<file path="src/design/pu_cfg_pkg.sv">
`default_nettype none

package pu_cfg_pkg;

  // Bus and register geometry
  localparam int unsigned RegWidth  = 32;
  localparam int unsigned StrbWidth = RegWidth / 8;
  localparam int unsigned AddrWidth = 7;
  localparam int unsigned AddrLsb   = 2;

  // Region index bits inside the policy window
  localparam int unsigned MaxRegionBits = AddrWidth - AddrLsb - 1;

  // Register map
  localparam logic [AddrWidth-1:0] CtrlAddr   = 7'h00;
  localparam logic [AddrWidth-1:0] PolicyBase = 7'h40;

  // Two bits per domain fill one 32-bit word
  localparam int unsigned MaxDomains = 16;

  // AXI response codes
  localparam logic [1:0] RespOkay   = 2'b00;
  localparam logic [1:0] RespSlvErr = 2'b10;

  // Filler returned on a failed read
  localparam logic [RegWidth-1:0] ErrorData = 32'hBA5E_1E55;

  typedef enum logic [1:0] {
    target_none,
    target_ctrl,
    target_policy
  } reg_target_e;

  // Bit 1 grants write, bit 0 grants read
  typedef struct packed {
    logic write;
    logic read;
  } policy_entry_t;

  // Per-domain view for masking and policy_o, byte view for strobes
  typedef union packed {
    policy_entry_t [MaxDomains-1:0] entries;
    logic [StrbWidth-1:0][7:0]      bytes;
  } policy_word_u;

  // Privileged is prot[0] high, secure is prot[1] low
  function automatic logic prot_ok(logic [2:0] prot, logic priv_only, logic secu_only);
    return (~priv_only | prot[0]) & (~secu_only | ~prot[1]);
  endfunction

  // Word-granular decode, the low address bits are ignored
  function automatic reg_target_e decode_target(logic [AddrWidth-1:0] addr,
                                                int unsigned num_regions);
    int unsigned word_idx;
    int unsigned base_idx;
    word_idx = 32'(addr[AddrWidth-1:AddrLsb]);
    base_idx = 32'(PolicyBase[AddrWidth-1:AddrLsb]);
    if (word_idx == 32'(CtrlAddr[AddrWidth-1:AddrLsb]))
      return target_ctrl;
    if ((word_idx >= base_idx) && (word_idx < base_idx + num_regions))
      return target_policy;
    return target_none;
  endfunction

  // Region number relative to the first policy word
  function automatic logic [MaxRegionBits-1:0] region_index(logic [AddrWidth-1:0] addr);
    return addr[AddrLsb +: MaxRegionBits] - PolicyBase[AddrLsb +: MaxRegionBits];
  endfunction

endpackage

`default_nettype wire

</file>
<file path="src/design/reg_access_if.sv">
`timescale 1ns/1ps
`default_nettype none

interface reg_access_if #(
  parameter int unsigned NumMemRegions = 2
);

  localparam int unsigned RegionWidth = (NumMemRegions > 1) ? $clog2(NumMemRegions) : 1;

  // Write side, one-cycle byte enable pulses
  logic [pu_cfg_pkg::StrbWidth-1:0] wr_ctrl_be;
  logic [pu_cfg_pkg::StrbWidth-1:0] wr_policy_be;
  logic [RegionWidth-1:0]           wr_region;
  logic [pu_cfg_pkg::RegWidth-1:0]  wr_data;

  // Read side, data returns in the same cycle
  pu_cfg_pkg::reg_target_e          rd_target;
  logic [RegionWidth-1:0]           rd_region;
  logic [pu_cfg_pkg::RegWidth-1:0]  rd_data;

  modport writer (
    output wr_ctrl_be, wr_policy_be, wr_region, wr_data
  );

  modport reader (
    output rd_target, rd_region,
    input  rd_data
  );

  modport storage (
    input  wr_ctrl_be, wr_policy_be, wr_region, wr_data,
    input  rd_target, rd_region,
    output rd_data
  );

endinterface

`default_nettype wire

</file>
<file path="src/design/axil_read_port.sv">
`timescale 1ns/1ps
`default_nettype none

module axil_read_port #(
  parameter int unsigned NumMemRegions = 2,
  parameter bit          PrivProtOnly  = 1'b0,
  parameter bit          SecuProtOnly  = 1'b0
) (
  input  wire logic                                 clk_i,
  input  wire logic                                 rst_n_i,
  input  wire logic                                 ar_valid_i,
  output logic                                      ar_ready_o,
  input  wire logic [pu_cfg_pkg::AddrWidth-1:0]     ar_addr_i,
  input  wire logic [2:0]                           ar_prot_i,
  output logic                                      r_valid_o,
  input  wire logic                                 r_ready_i,
  output logic [pu_cfg_pkg::RegWidth-1:0]           r_data_o,
  output logic [1:0]                                r_resp_o,
  reg_access_if.reader                              reg_if
);

  localparam int unsigned RegionWidth = (NumMemRegions > 1) ? $clog2(NumMemRegions) : 1;
  // R word is data above the response code
  localparam int unsigned RWidth = pu_cfg_pkg::RegWidth + 2;

  pu_cfg_pkg::reg_target_e ar_target;
  logic                    ar_legal;
  logic [RWidth-1:0]       r_word;
  logic [RWidth-1:0]       r_word_out;

  assign ar_target = pu_cfg_pkg::decode_target(ar_addr_i, NumMemRegions);
  assign ar_legal  = pu_cfg_pkg::prot_ok(ar_prot_i, PrivProtOnly, SecuProtOnly) &&
                     (ar_target != pu_cfg_pkg::target_none);

  // Failed checks select nothing in the storage
  always_comb
  begin
    if (ar_legal)
      reg_if.rd_target = ar_target;
    else
      reg_if.rd_target = pu_cfg_pkg::target_none;
  end

  assign reg_if.rd_region = RegionWidth'(pu_cfg_pkg::region_index(ar_addr_i));

  // Data is sampled into the buffer at acceptance
  assign r_word = ar_legal ? {reg_if.rd_data, pu_cfg_pkg::RespOkay}
                           : {pu_cfg_pkg::ErrorData, pu_cfg_pkg::RespSlvErr};

  spill_buffer #(
    .Width (RWidth)
  ) r_buf_inst (
    .clk_i   (clk_i),
    .rst_n_i (rst_n_i),
    .valid_i (ar_valid_i),
    .ready_o (ar_ready_o),
    .data_i  (r_word),
    .valid_o (r_valid_o),
    .ready_i (r_ready_i),
    .data_o  (r_word_out)
  );

  assign r_data_o = r_word_out[RWidth-1:2];
  assign r_resp_o = r_word_out[1:0];

endmodule

`default_nettype wire

</file>
<file path="src/design/axil_write_port.sv">
`timescale 1ns/1ps
`default_nettype none

module axil_write_port #(
  parameter int unsigned NumMemRegions = 2,
  parameter bit          PrivProtOnly  = 1'b0,
  parameter bit          SecuProtOnly  = 1'b0
) (
  input  wire logic                                 clk_i,
  input  wire logic                                 rst_n_i,
  input  wire logic                                 aw_valid_i,
  output logic                                      aw_ready_o,
  input  wire logic [pu_cfg_pkg::AddrWidth-1:0]     aw_addr_i,
  input  wire logic [2:0]                           aw_prot_i,
  input  wire logic                                 w_valid_i,
  output logic                                      w_ready_o,
  input  wire logic [pu_cfg_pkg::RegWidth-1:0]      w_data_i,
  input  wire logic [pu_cfg_pkg::StrbWidth-1:0]     w_strb_i,
  output logic                                      b_valid_o,
  input  wire logic                                 b_ready_i,
  output logic [1:0]                                b_resp_o,
  reg_access_if.writer                              reg_if
);

  localparam int unsigned RegionWidth = (NumMemRegions > 1) ? $clog2(NumMemRegions) : 1;

  pu_cfg_pkg::reg_target_e aw_target;
  logic                    aw_legal;
  logic                    accept;
  logic                    b_buf_ready;
  logic [1:0]              b_resp;

  // Decode and protection check on the AW address
  assign aw_target = pu_cfg_pkg::decode_target(aw_addr_i, NumMemRegions);
  assign aw_legal  = pu_cfg_pkg::prot_ok(aw_prot_i, PrivProtOnly, SecuProtOnly) &&
                     (aw_target != pu_cfg_pkg::target_none);

  // AW and W are taken together, only when the B buffer has room
  assign accept     = aw_valid_i & w_valid_i & b_buf_ready;
  assign aw_ready_o = accept;
  assign w_ready_o  = accept;

  always_comb
  begin
    reg_if.wr_ctrl_be   = '0;
    reg_if.wr_policy_be = '0;
    // Illegal writes leave the enables low
    if (accept && aw_legal)
    begin
      if (aw_target == pu_cfg_pkg::target_ctrl)
        reg_if.wr_ctrl_be = w_strb_i;
      else
        reg_if.wr_policy_be = w_strb_i;
    end
  end

  assign reg_if.wr_region = RegionWidth'(pu_cfg_pkg::region_index(aw_addr_i));
  assign reg_if.wr_data   = w_data_i;

  assign b_resp = aw_legal ? pu_cfg_pkg::RespOkay : pu_cfg_pkg::RespSlvErr;

  // B response register stage
  spill_buffer #(
    .Width (2)
  ) b_buf_inst (
    .clk_i   (clk_i),
    .rst_n_i (rst_n_i),
    .valid_i (accept),
    .ready_o (b_buf_ready),
    .data_i  (b_resp),
    .valid_o (b_valid_o),
    .ready_i (b_ready_i),
    .data_o  (b_resp_o)
  );

endmodule

`default_nettype wire

</file>
<file path="src/design/pu_cfg_top.sv">
`timescale 1ns/1ps
`default_nettype none

module pu_cfg_top #(
  parameter int unsigned NumMemRegions = 2,
  parameter int unsigned NumDomains    = 2,
  parameter bit          PrivProtOnly  = 1'b0,
  parameter bit          SecuProtOnly  = 1'b0
) (
  input  wire logic                                 clk_i,
  input  wire logic                                 rst_n_i,
  // Write address channel
  input  wire logic                                 aw_valid_i,
  output logic                                      aw_ready_o,
  input  wire logic [pu_cfg_pkg::AddrWidth-1:0]     aw_addr_i,
  input  wire logic [2:0]                           aw_prot_i,
  // Write data channel
  input  wire logic                                 w_valid_i,
  output logic                                      w_ready_o,
  input  wire logic [pu_cfg_pkg::RegWidth-1:0]      w_data_i,
  input  wire logic [pu_cfg_pkg::StrbWidth-1:0]     w_strb_i,
  // Write response channel
  output logic                                      b_valid_o,
  input  wire logic                                 b_ready_i,
  output logic [1:0]                                b_resp_o,
  // Read address channel
  input  wire logic                                 ar_valid_i,
  output logic                                      ar_ready_o,
  input  wire logic [pu_cfg_pkg::AddrWidth-1:0]     ar_addr_i,
  input  wire logic [2:0]                           ar_prot_i,
  // Read data channel
  output logic                                      r_valid_o,
  input  wire logic                                 r_ready_i,
  output logic [pu_cfg_pkg::RegWidth-1:0]           r_data_o,
  output logic [1:0]                                r_resp_o,
  // Policy bits per region and domain
  output logic [NumMemRegions*NumDomains*2-1:0]     policy_o
);

  // Shared link between both channel ports and the storage
  reg_access_if #(
    .NumMemRegions (NumMemRegions)
  ) reg_if ();

  axil_write_port #(
    .NumMemRegions (NumMemRegions),
    .PrivProtOnly  (PrivProtOnly),
    .SecuProtOnly  (SecuProtOnly)
  ) write_port_inst (
    .clk_i      (clk_i),
    .rst_n_i    (rst_n_i),
    .aw_valid_i (aw_valid_i),
    .aw_ready_o (aw_ready_o),
    .aw_addr_i  (aw_addr_i),
    .aw_prot_i  (aw_prot_i),
    .w_valid_i  (w_valid_i),
    .w_ready_o  (w_ready_o),
    .w_data_i   (w_data_i),
    .w_strb_i   (w_strb_i),
    .b_valid_o  (b_valid_o),
    .b_ready_i  (b_ready_i),
    .b_resp_o   (b_resp_o),
    .reg_if     (reg_if.writer)
  );

  axil_read_port #(
    .NumMemRegions (NumMemRegions),
    .PrivProtOnly  (PrivProtOnly),
    .SecuProtOnly  (SecuProtOnly)
  ) read_port_inst (
    .clk_i      (clk_i),
    .rst_n_i    (rst_n_i),
    .ar_valid_i (ar_valid_i),
    .ar_ready_o (ar_ready_o),
    .ar_addr_i  (ar_addr_i),
    .ar_prot_i  (ar_prot_i),
    .r_valid_o  (r_valid_o),
    .r_ready_i  (r_ready_i),
    .r_data_o   (r_data_o),
    .r_resp_o   (r_resp_o),
    .reg_if     (reg_if.reader)
  );

  // Register storage, protection settings stay in the ports
  pu_policy_regs #(
    .NumMemRegions (NumMemRegions),
    .NumDomains    (NumDomains)
  ) policy_regs_inst (
    .clk_i    (clk_i),
    .rst_n_i  (rst_n_i),
    .reg_if   (reg_if.storage),
    .policy_o (policy_o)
  );

endmodule

`default_nettype wire

</file>
<file path="src/design/pu_policy_regs.sv">
`timescale 1ns/1ps
`default_nettype none

module pu_policy_regs #(
  parameter int unsigned NumMemRegions = 2,
  parameter int unsigned NumDomains    = 2
) (
  input  wire logic                                 clk_i,
  input  wire logic                                 rst_n_i,
  reg_access_if.storage                             reg_if,
  output logic [NumMemRegions*NumDomains*2-1:0]     policy_o
);

  // Control word, byte addressable
  logic [pu_cfg_pkg::StrbWidth-1:0][7:0]           ctrl_q;
  // One policy word per memory region
  pu_cfg_pkg::policy_word_u [NumMemRegions-1:0]    policy_q;
  // Incoming policy data with unused domains cleared
  pu_cfg_pkg::policy_word_u                        wr_word;

  always_comb
  begin
    wr_word = reg_if.wr_data;
    for (int d = 0; d < pu_cfg_pkg::MaxDomains; d++)
    begin
      // Domains beyond NumDomains always read back zero
      if (d >= NumDomains)
        wr_word.entries[d] = '0;
    end
  end

  // Byte lanes update only where the strobe enables them
  always_ff @(posedge clk_i or negedge rst_n_i)
  begin
    if (!rst_n_i)
    begin
      ctrl_q   <= '0;
      policy_q <= '0;
    end
    else
    begin
      for (int b = 0; b < pu_cfg_pkg::StrbWidth; b++)
      begin
        if (reg_if.wr_ctrl_be[b])
          ctrl_q[b] <= reg_if.wr_data[8*b +: 8];
        if (reg_if.wr_policy_be[b])
          policy_q[reg_if.wr_region].bytes[b] <= wr_word.bytes[b];
      end
    end
  end

  // Read multiplexer, combinational
  always_comb
  begin
    case (reg_if.rd_target)
      pu_cfg_pkg::target_ctrl:
        reg_if.rd_data = ctrl_q;
      pu_cfg_pkg::target_policy:
        reg_if.rd_data = policy_q[reg_if.rd_region];
      default:
        reg_if.rd_data = '0;
    endcase
  end

  // Flatten region-major, write bit above read bit
  for (genvar r = 0; r < NumMemRegions; r++)
  begin : gen_region
    for (genvar d = 0; d < NumDomains; d++)
    begin : gen_domain
      assign policy_o[(r*NumDomains+d)*2 +: 2] = policy_q[r].entries[d];
    end
  end

endmodule

`default_nettype wire

</file>
<file path="src/design/spill_buffer.sv">
`timescale 1ns/1ps
`default_nettype none

module spill_buffer #(
  parameter int unsigned Width = 2
) (
  input  wire logic             clk_i,
  input  wire logic             rst_n_i,
  input  wire logic             valid_i,
  output logic                  ready_o,
  input  wire logic [Width-1:0] data_i,
  output logic                  valid_o,
  input  wire logic             ready_i,
  output logic [Width-1:0]      data_o
);

  // Slot a takes new items, slot b holds the older one when stalled
  logic             a_full_q;
  logic             b_full_q;
  logic [Width-1:0] a_data_q;
  logic [Width-1:0] b_data_q;
  logic             a_fill;
  logic             a_drain;
  logic             b_fill;
  logic             b_drain;

  assign a_fill  = valid_i & ready_o;
  // Slot a empties whenever b is free
  assign a_drain = a_full_q & ~b_full_q;
  // Stalled output moves a into b
  assign b_fill  = a_drain & ~ready_i;
  assign b_drain = b_full_q & ready_i;

  always_ff @(posedge clk_i or negedge rst_n_i)
  begin
    if (!rst_n_i)
    begin
      a_full_q <= 1'b0;
      b_full_q <= 1'b0;
    end
    else
    begin
      a_full_q <= a_fill | (a_full_q & ~a_drain);
      b_full_q <= b_fill | (b_full_q & ~b_drain);
    end
  end

  // Payload slots
  always_ff @(posedge clk_i)
  begin
    if (a_fill)
      a_data_q <= data_i;
    if (b_fill)
      b_data_q <= a_data_q;
  end

  // Ready depends on state only, so no input-to-output path
  assign ready_o = ~a_full_q | ~b_full_q;
  assign valid_o = a_full_q | b_full_q;
  // Older item lives in b
  assign data_o  = b_full_q ? b_data_q : a_data_q;

endmodule

`default_nettype wire

</file>
<file path="config.mk">
export PLATFORM = sky130hd
export DESIGN_NAME = pu_cfg_top
export DESIGN_NICKNAME = d
export VERILOG_FILES = /design/src/design/pu_cfg_pkg.sv /design/src/design/reg_access_if.sv /design/src/design/axil_read_port.sv /design/src/design/axil_write_port.sv /design/src/design/pu_cfg_top.sv /design/src/design/pu_policy_regs.sv /design/src/design/spill_buffer.sv
export SDC_FILE = /design/constraint.sdc
export NUM_CORES = 1
export LEC_CHECK = 0
export BUFFER_PORTS_ARGS = -buffer_cell sky130_fd_sc_hd__buf_2
export CORE_ASPECT_RATIO = 1.75
export CORE_MARGIN = 2
export CORE_UTILIZATION = 50
export CTS_BUF_LIST = sky130_fd_sc_hd__clkbuf_8
export CTS_CLUSTER_DIAMETER = 40
export DETAILED_ROUTE_END_ITERATION = 8
export PLACE_DENSITY = 0.7
export SYNTH_ARGS = -nofsm -noshare
export SYNTH_HDL_FRONTEND = slang
export SYNTH_SLANG_ARGS = --single-unit
</file>
<file path="constraint.sdc">
create_clock -name clk_i -period 5.35 [get_ports clk_i]
set_input_delay 1.07 -clock clk_i [delete_from_list [all_inputs] [get_ports clk_i]]
set_output_delay 1.07 -clock clk_i [all_outputs]
set_load 0.01 [all_outputs]
</file>
==> flow_summary.yaml <==
worst_setup_path:
  required_ns: 4.28
  crit_path_max_fanout: 22
  worstSetupPathType: "reg2out"
  reg2reg_from: "read_port_inst.r_buf_inst.b_full_q$_DFF_PN0_"
  crit_path_top_delay_cell: "dfrtp_1"
  cpPeakStageDelay_ns: 0.75
  reg2reg_to: "read_port_inst.r_buf_inst.a_data_q[2]$_SDFFCE_PP1P_"
  worstPathCellList: "buf_4 > mux2_2 > buf_2"
  ff2ff_path_depth: 2
  start_kind: "flop"
  reg2reg_slack_ns: 3.38
  end_kind: "output port"
  worstPathArrival_ns: 2.16
finish:
  diodes: 0
  nets: 600
  drive_gt1_frac: 0.393
  areaGrowthSynthToFinish_pct: 14.8
power_and_ir_drop:
  ir_drop_mv: 0.183
  power_frac_clock: 0.332
  p_seq_frac: 0.588
  combPwrFrac: 0.080
  switchingPower_mw: 0.538
  powerDensity_nw_per_um2: 311
  netSwitchingFraction: 0.233
  p_int_mw: 1.77
  power_leakage_nw: 3.26
sta:
  max_freq_ghz: 0.310
  rsz0062_at_grt: "false"
  fin_skew_ns: 0.0120
  finalSetupViolations: 0
  fin_crit_ns: 3.23
  drv_slew: 0
  min_period_over_period: 0.603
  tns_ns: 0
  final_hold_viol_count: 0
  relSlewSlack: 0.239
  tightestPinTransition_ns: 1.14
  whs_ns: 0.446
clock_network:
  htree_levels: 4
  clk_latency_ns: 0.43
  cts_buffers: 17
  cts-root-buf: "clkbuf_8"
  cts_buffer_depth: 2
  cts.clk_slew.worst_paths_ns: 0.08
  cts_tree: "yes"
  clock_sinks: 160
  cts_hold_buf: 0
  cts_resized: 0
  postCtsSetupBuffers: 0
yosys:
  synth_seq_area_share: 0.671
  netlist_area_um2: 6470
  yosysWarnings: 0
  synth-seq-cells: 160
  synth_cell_types: 30
  synthCells: 440
  avgSynthCellArea_um2: 14.7
floorplanning:
  die_area_um2: 13900
  rows: 55
  initial_core_util: 0.506
  ios: 112
  die_w_um: 90
  core_area_um2: 12800
  die_h_um: 154
global_route:
  track_usage: 0.186
  overflow: 0
  grt_pass1_vias: 3946
  grt_max_degree: 55
  grt_pass1_wl_mm: 20.2
  antenna_found_initial: 0
detailed_routing:
  drc: 0
  drt_pre_antenna_iters: 4
  wl_per_cell_um: 17.1
  dr.first_iter.drc_count: 298
  vias_per_cell: 5.20
  drt-total-wl_mm: 12.3
  vias: 3752
  ant_nets: 0
min_path:
  hold_path_depth: 0
  holdCritPathClass: "reg2reg"
  min_to: "read_port_inst.r_buf_inst.b_data_q[5]$_DFFE_PP_"
  min_from: "read_port_inst.r_buf_inst.a_data_q[5]$_SDFFCE_PN0P_"
placed_design:
  place_congestion: 0.718
  port_buffers: 99
  dp_hpwl_mm: 8.15
flow_run:
  maxCapViolCount: 0
outcome:
  status: "complete, no violations"
==> sequential cells by signal, summed over array words and instances, names as in the netlist <==
name                                 cells
policy_regs_inst.policy_o                8
read_port_inst.r_buf_inst.b_full_q       1
write_port_inst.b_buf_inst.a_data_q      1
write_port_inst.b_buf_inst.b_data_q      1
read_port_inst.r_buf_inst.b_data_q      33
policy_regs_inst.ctrl_q                 32
write_port_inst.b_buf_inst.a_full_q      1
read_port_inst.r_buf_inst.a_data_q      33
policy_regs_inst.policy_q               48
read_port_inst.r_buf_inst.a_full_q       1
write_port_inst.b_buf_inst.b_full_q      1
==> Yosys cell counts, drive strengths merged <==
| library cell | count | share of area |
|---|---|---|
| and2 | 27 | 0.026 |
| nand4 | 1 | 0.00097 |
| nor3 | 7 | 0.0054 |
| conb | 1 | 0.00058 |
| edfxtp | 68 | 0.32 |
| a21oi | 1 | 0.00077 |
| and3 | 1 | 0.00097 |
| clkbuf | 9 | 0.0052 |
| mux2 | 74 | 0.13 |
| inv | 6 | 0.0035 |
| nor3b | 3 | 0.0043 |
| nand3 | 3 | 0.0023 |
| nor4b | 1 | 0.0037 |
| or3 | 2 | 0.0019 |
| o21ai | 13 | 0.010 |
| o211ai | 16 | 0.019 |
| nand2 | 38 | 0.024 |
| or4 | 1 | 0.0017 |
| dfrtp | 92 | 0.36 |
| nand2b | 1 | 0.00097 |
| nor2b | 26 | 0.025 |
| mux2i | 28 | 0.043 |
| or2 | 2 | 0.0019 |
| o21a | 2 | 0.0023 |
| buf | 17 | 0.017 |
==> stage by stage <==
stage / instances / instance area [um2] / utilization / total power, mW / worst slack [ns]
after floorplan: 441 / 6470 / - / 1.49 / 1.36
after global placement: 689 / 7090 / 0.554 / 1.57 / 1.85
after detailed placement: 689 / 7090 / 0.554 / 1.57 / 1.81
after CTS: 721 / 7430 / 0.580 / 2.34 / 2.06
after global routing: 721 / 7430 / 0.580 / 2.41 / 1.96
final: 721 / 7430 / 0.580 / 2.31 / 2.12
==> power groups by stage <==
stage / Sequential [mW] / Combinational [mW] / Clock [mW]
6_report: 1.36 / 0.185 / 0.769
5_1_grt: 1.37 / 0.203 / 0.844
4_1_cts: 1.36 / 0.190 / 0.793
3_5_place_dp: 1.39 / 0.189 / 0
3_3_place_gp: 1.38 / 0.184 / 0
2_1_floorplan: 1.38 / 0.115 / 0
==> cell families (layout without fill, tap and decap cells) <==
kind of cell,count (synthesis),count (layout),synth area share
simple gates,113,113,0.0990
other cells,1,2,0.000579
mux,102,102,0.172
flops,160,160,0.671
compound gates,32,32,0.0317
buf+inv,32,141,0.0253
==> critical path, delay by kind of cell, from the launching register on <==
family	cells	cell delay (ns)
buffers and inverters	2	0.57
DFF	1	0.75
muxes	1	0.40
==> placed cells by master (no fill, tap or decap), types with 2 or more instances in the layout <==
cell type	count
buf_2	98
o21a_1	2
nor3b_2	2
clkinv_4	2
or3_1	2
edfxtp_1	68
buf_4	5
nand3_1	3
o211ai_1	16
nor3_1	6
dfrtp_1	92
clkbuf_8	17
mux2_2	74
clkinvlp_4	3
o21ai_0	12
nor2b_1	26
or2_2	2
nand2_2	4
nand2_1	34
mux2i_1	28
and2_1	26
clkinv_2	4
inv_1	9
clkinv_1	2
conb_1	2
==> routing by layer <==
metal,track usage,vias to the layer above,share of wire
met5,0,-,0
met4,0.0615,0,0.019
met3,0.0477,21,0.039
met2,0.320,108,0.52
met1,0.228,1875,0.42
li1,-,1748,-
==> worst max path at each step <==
stage	to	slack, ns	from
2_1_floorplan	read_port_inst.r_buf_inst.b_data_q[10]$_DFFE_PP_	1.36	r_ready_i
3_3_place_gp	read_port_inst.r_buf_inst.a_data_q[29]$_SDFFCE_PP1P_	1.85	ar_addr_i[3]
3_5_place_dp	read_port_inst.r_buf_inst.a_data_q[33]$_SDFFCE_PP1P_	1.81	ar_addr_i[3]
4_1_cts	r_resp_o[1]	2.06	read_port_inst.r_buf_inst.b_full_q$_DFF_PN0_
5_1_grt	r_data_o[3]	1.96	read_port_inst.r_buf_inst.b_full_q$_DFF_PN0_
6_report	r_data_o[3]	2.12	read_port_inst.r_buf_inst.b_full_q$_DFF_PN0_
==> area by class of cell <==
type	instances	area (um2)
clock buffers	17	234
clock inverters	15	109
fillers	1086	5370
inverters	6	22.5
multi-input cells	249	1980
flip-flops and latches	160	4340
well taps	171	214
repair buffers	103	528
(Power assumes the default switching activity.)
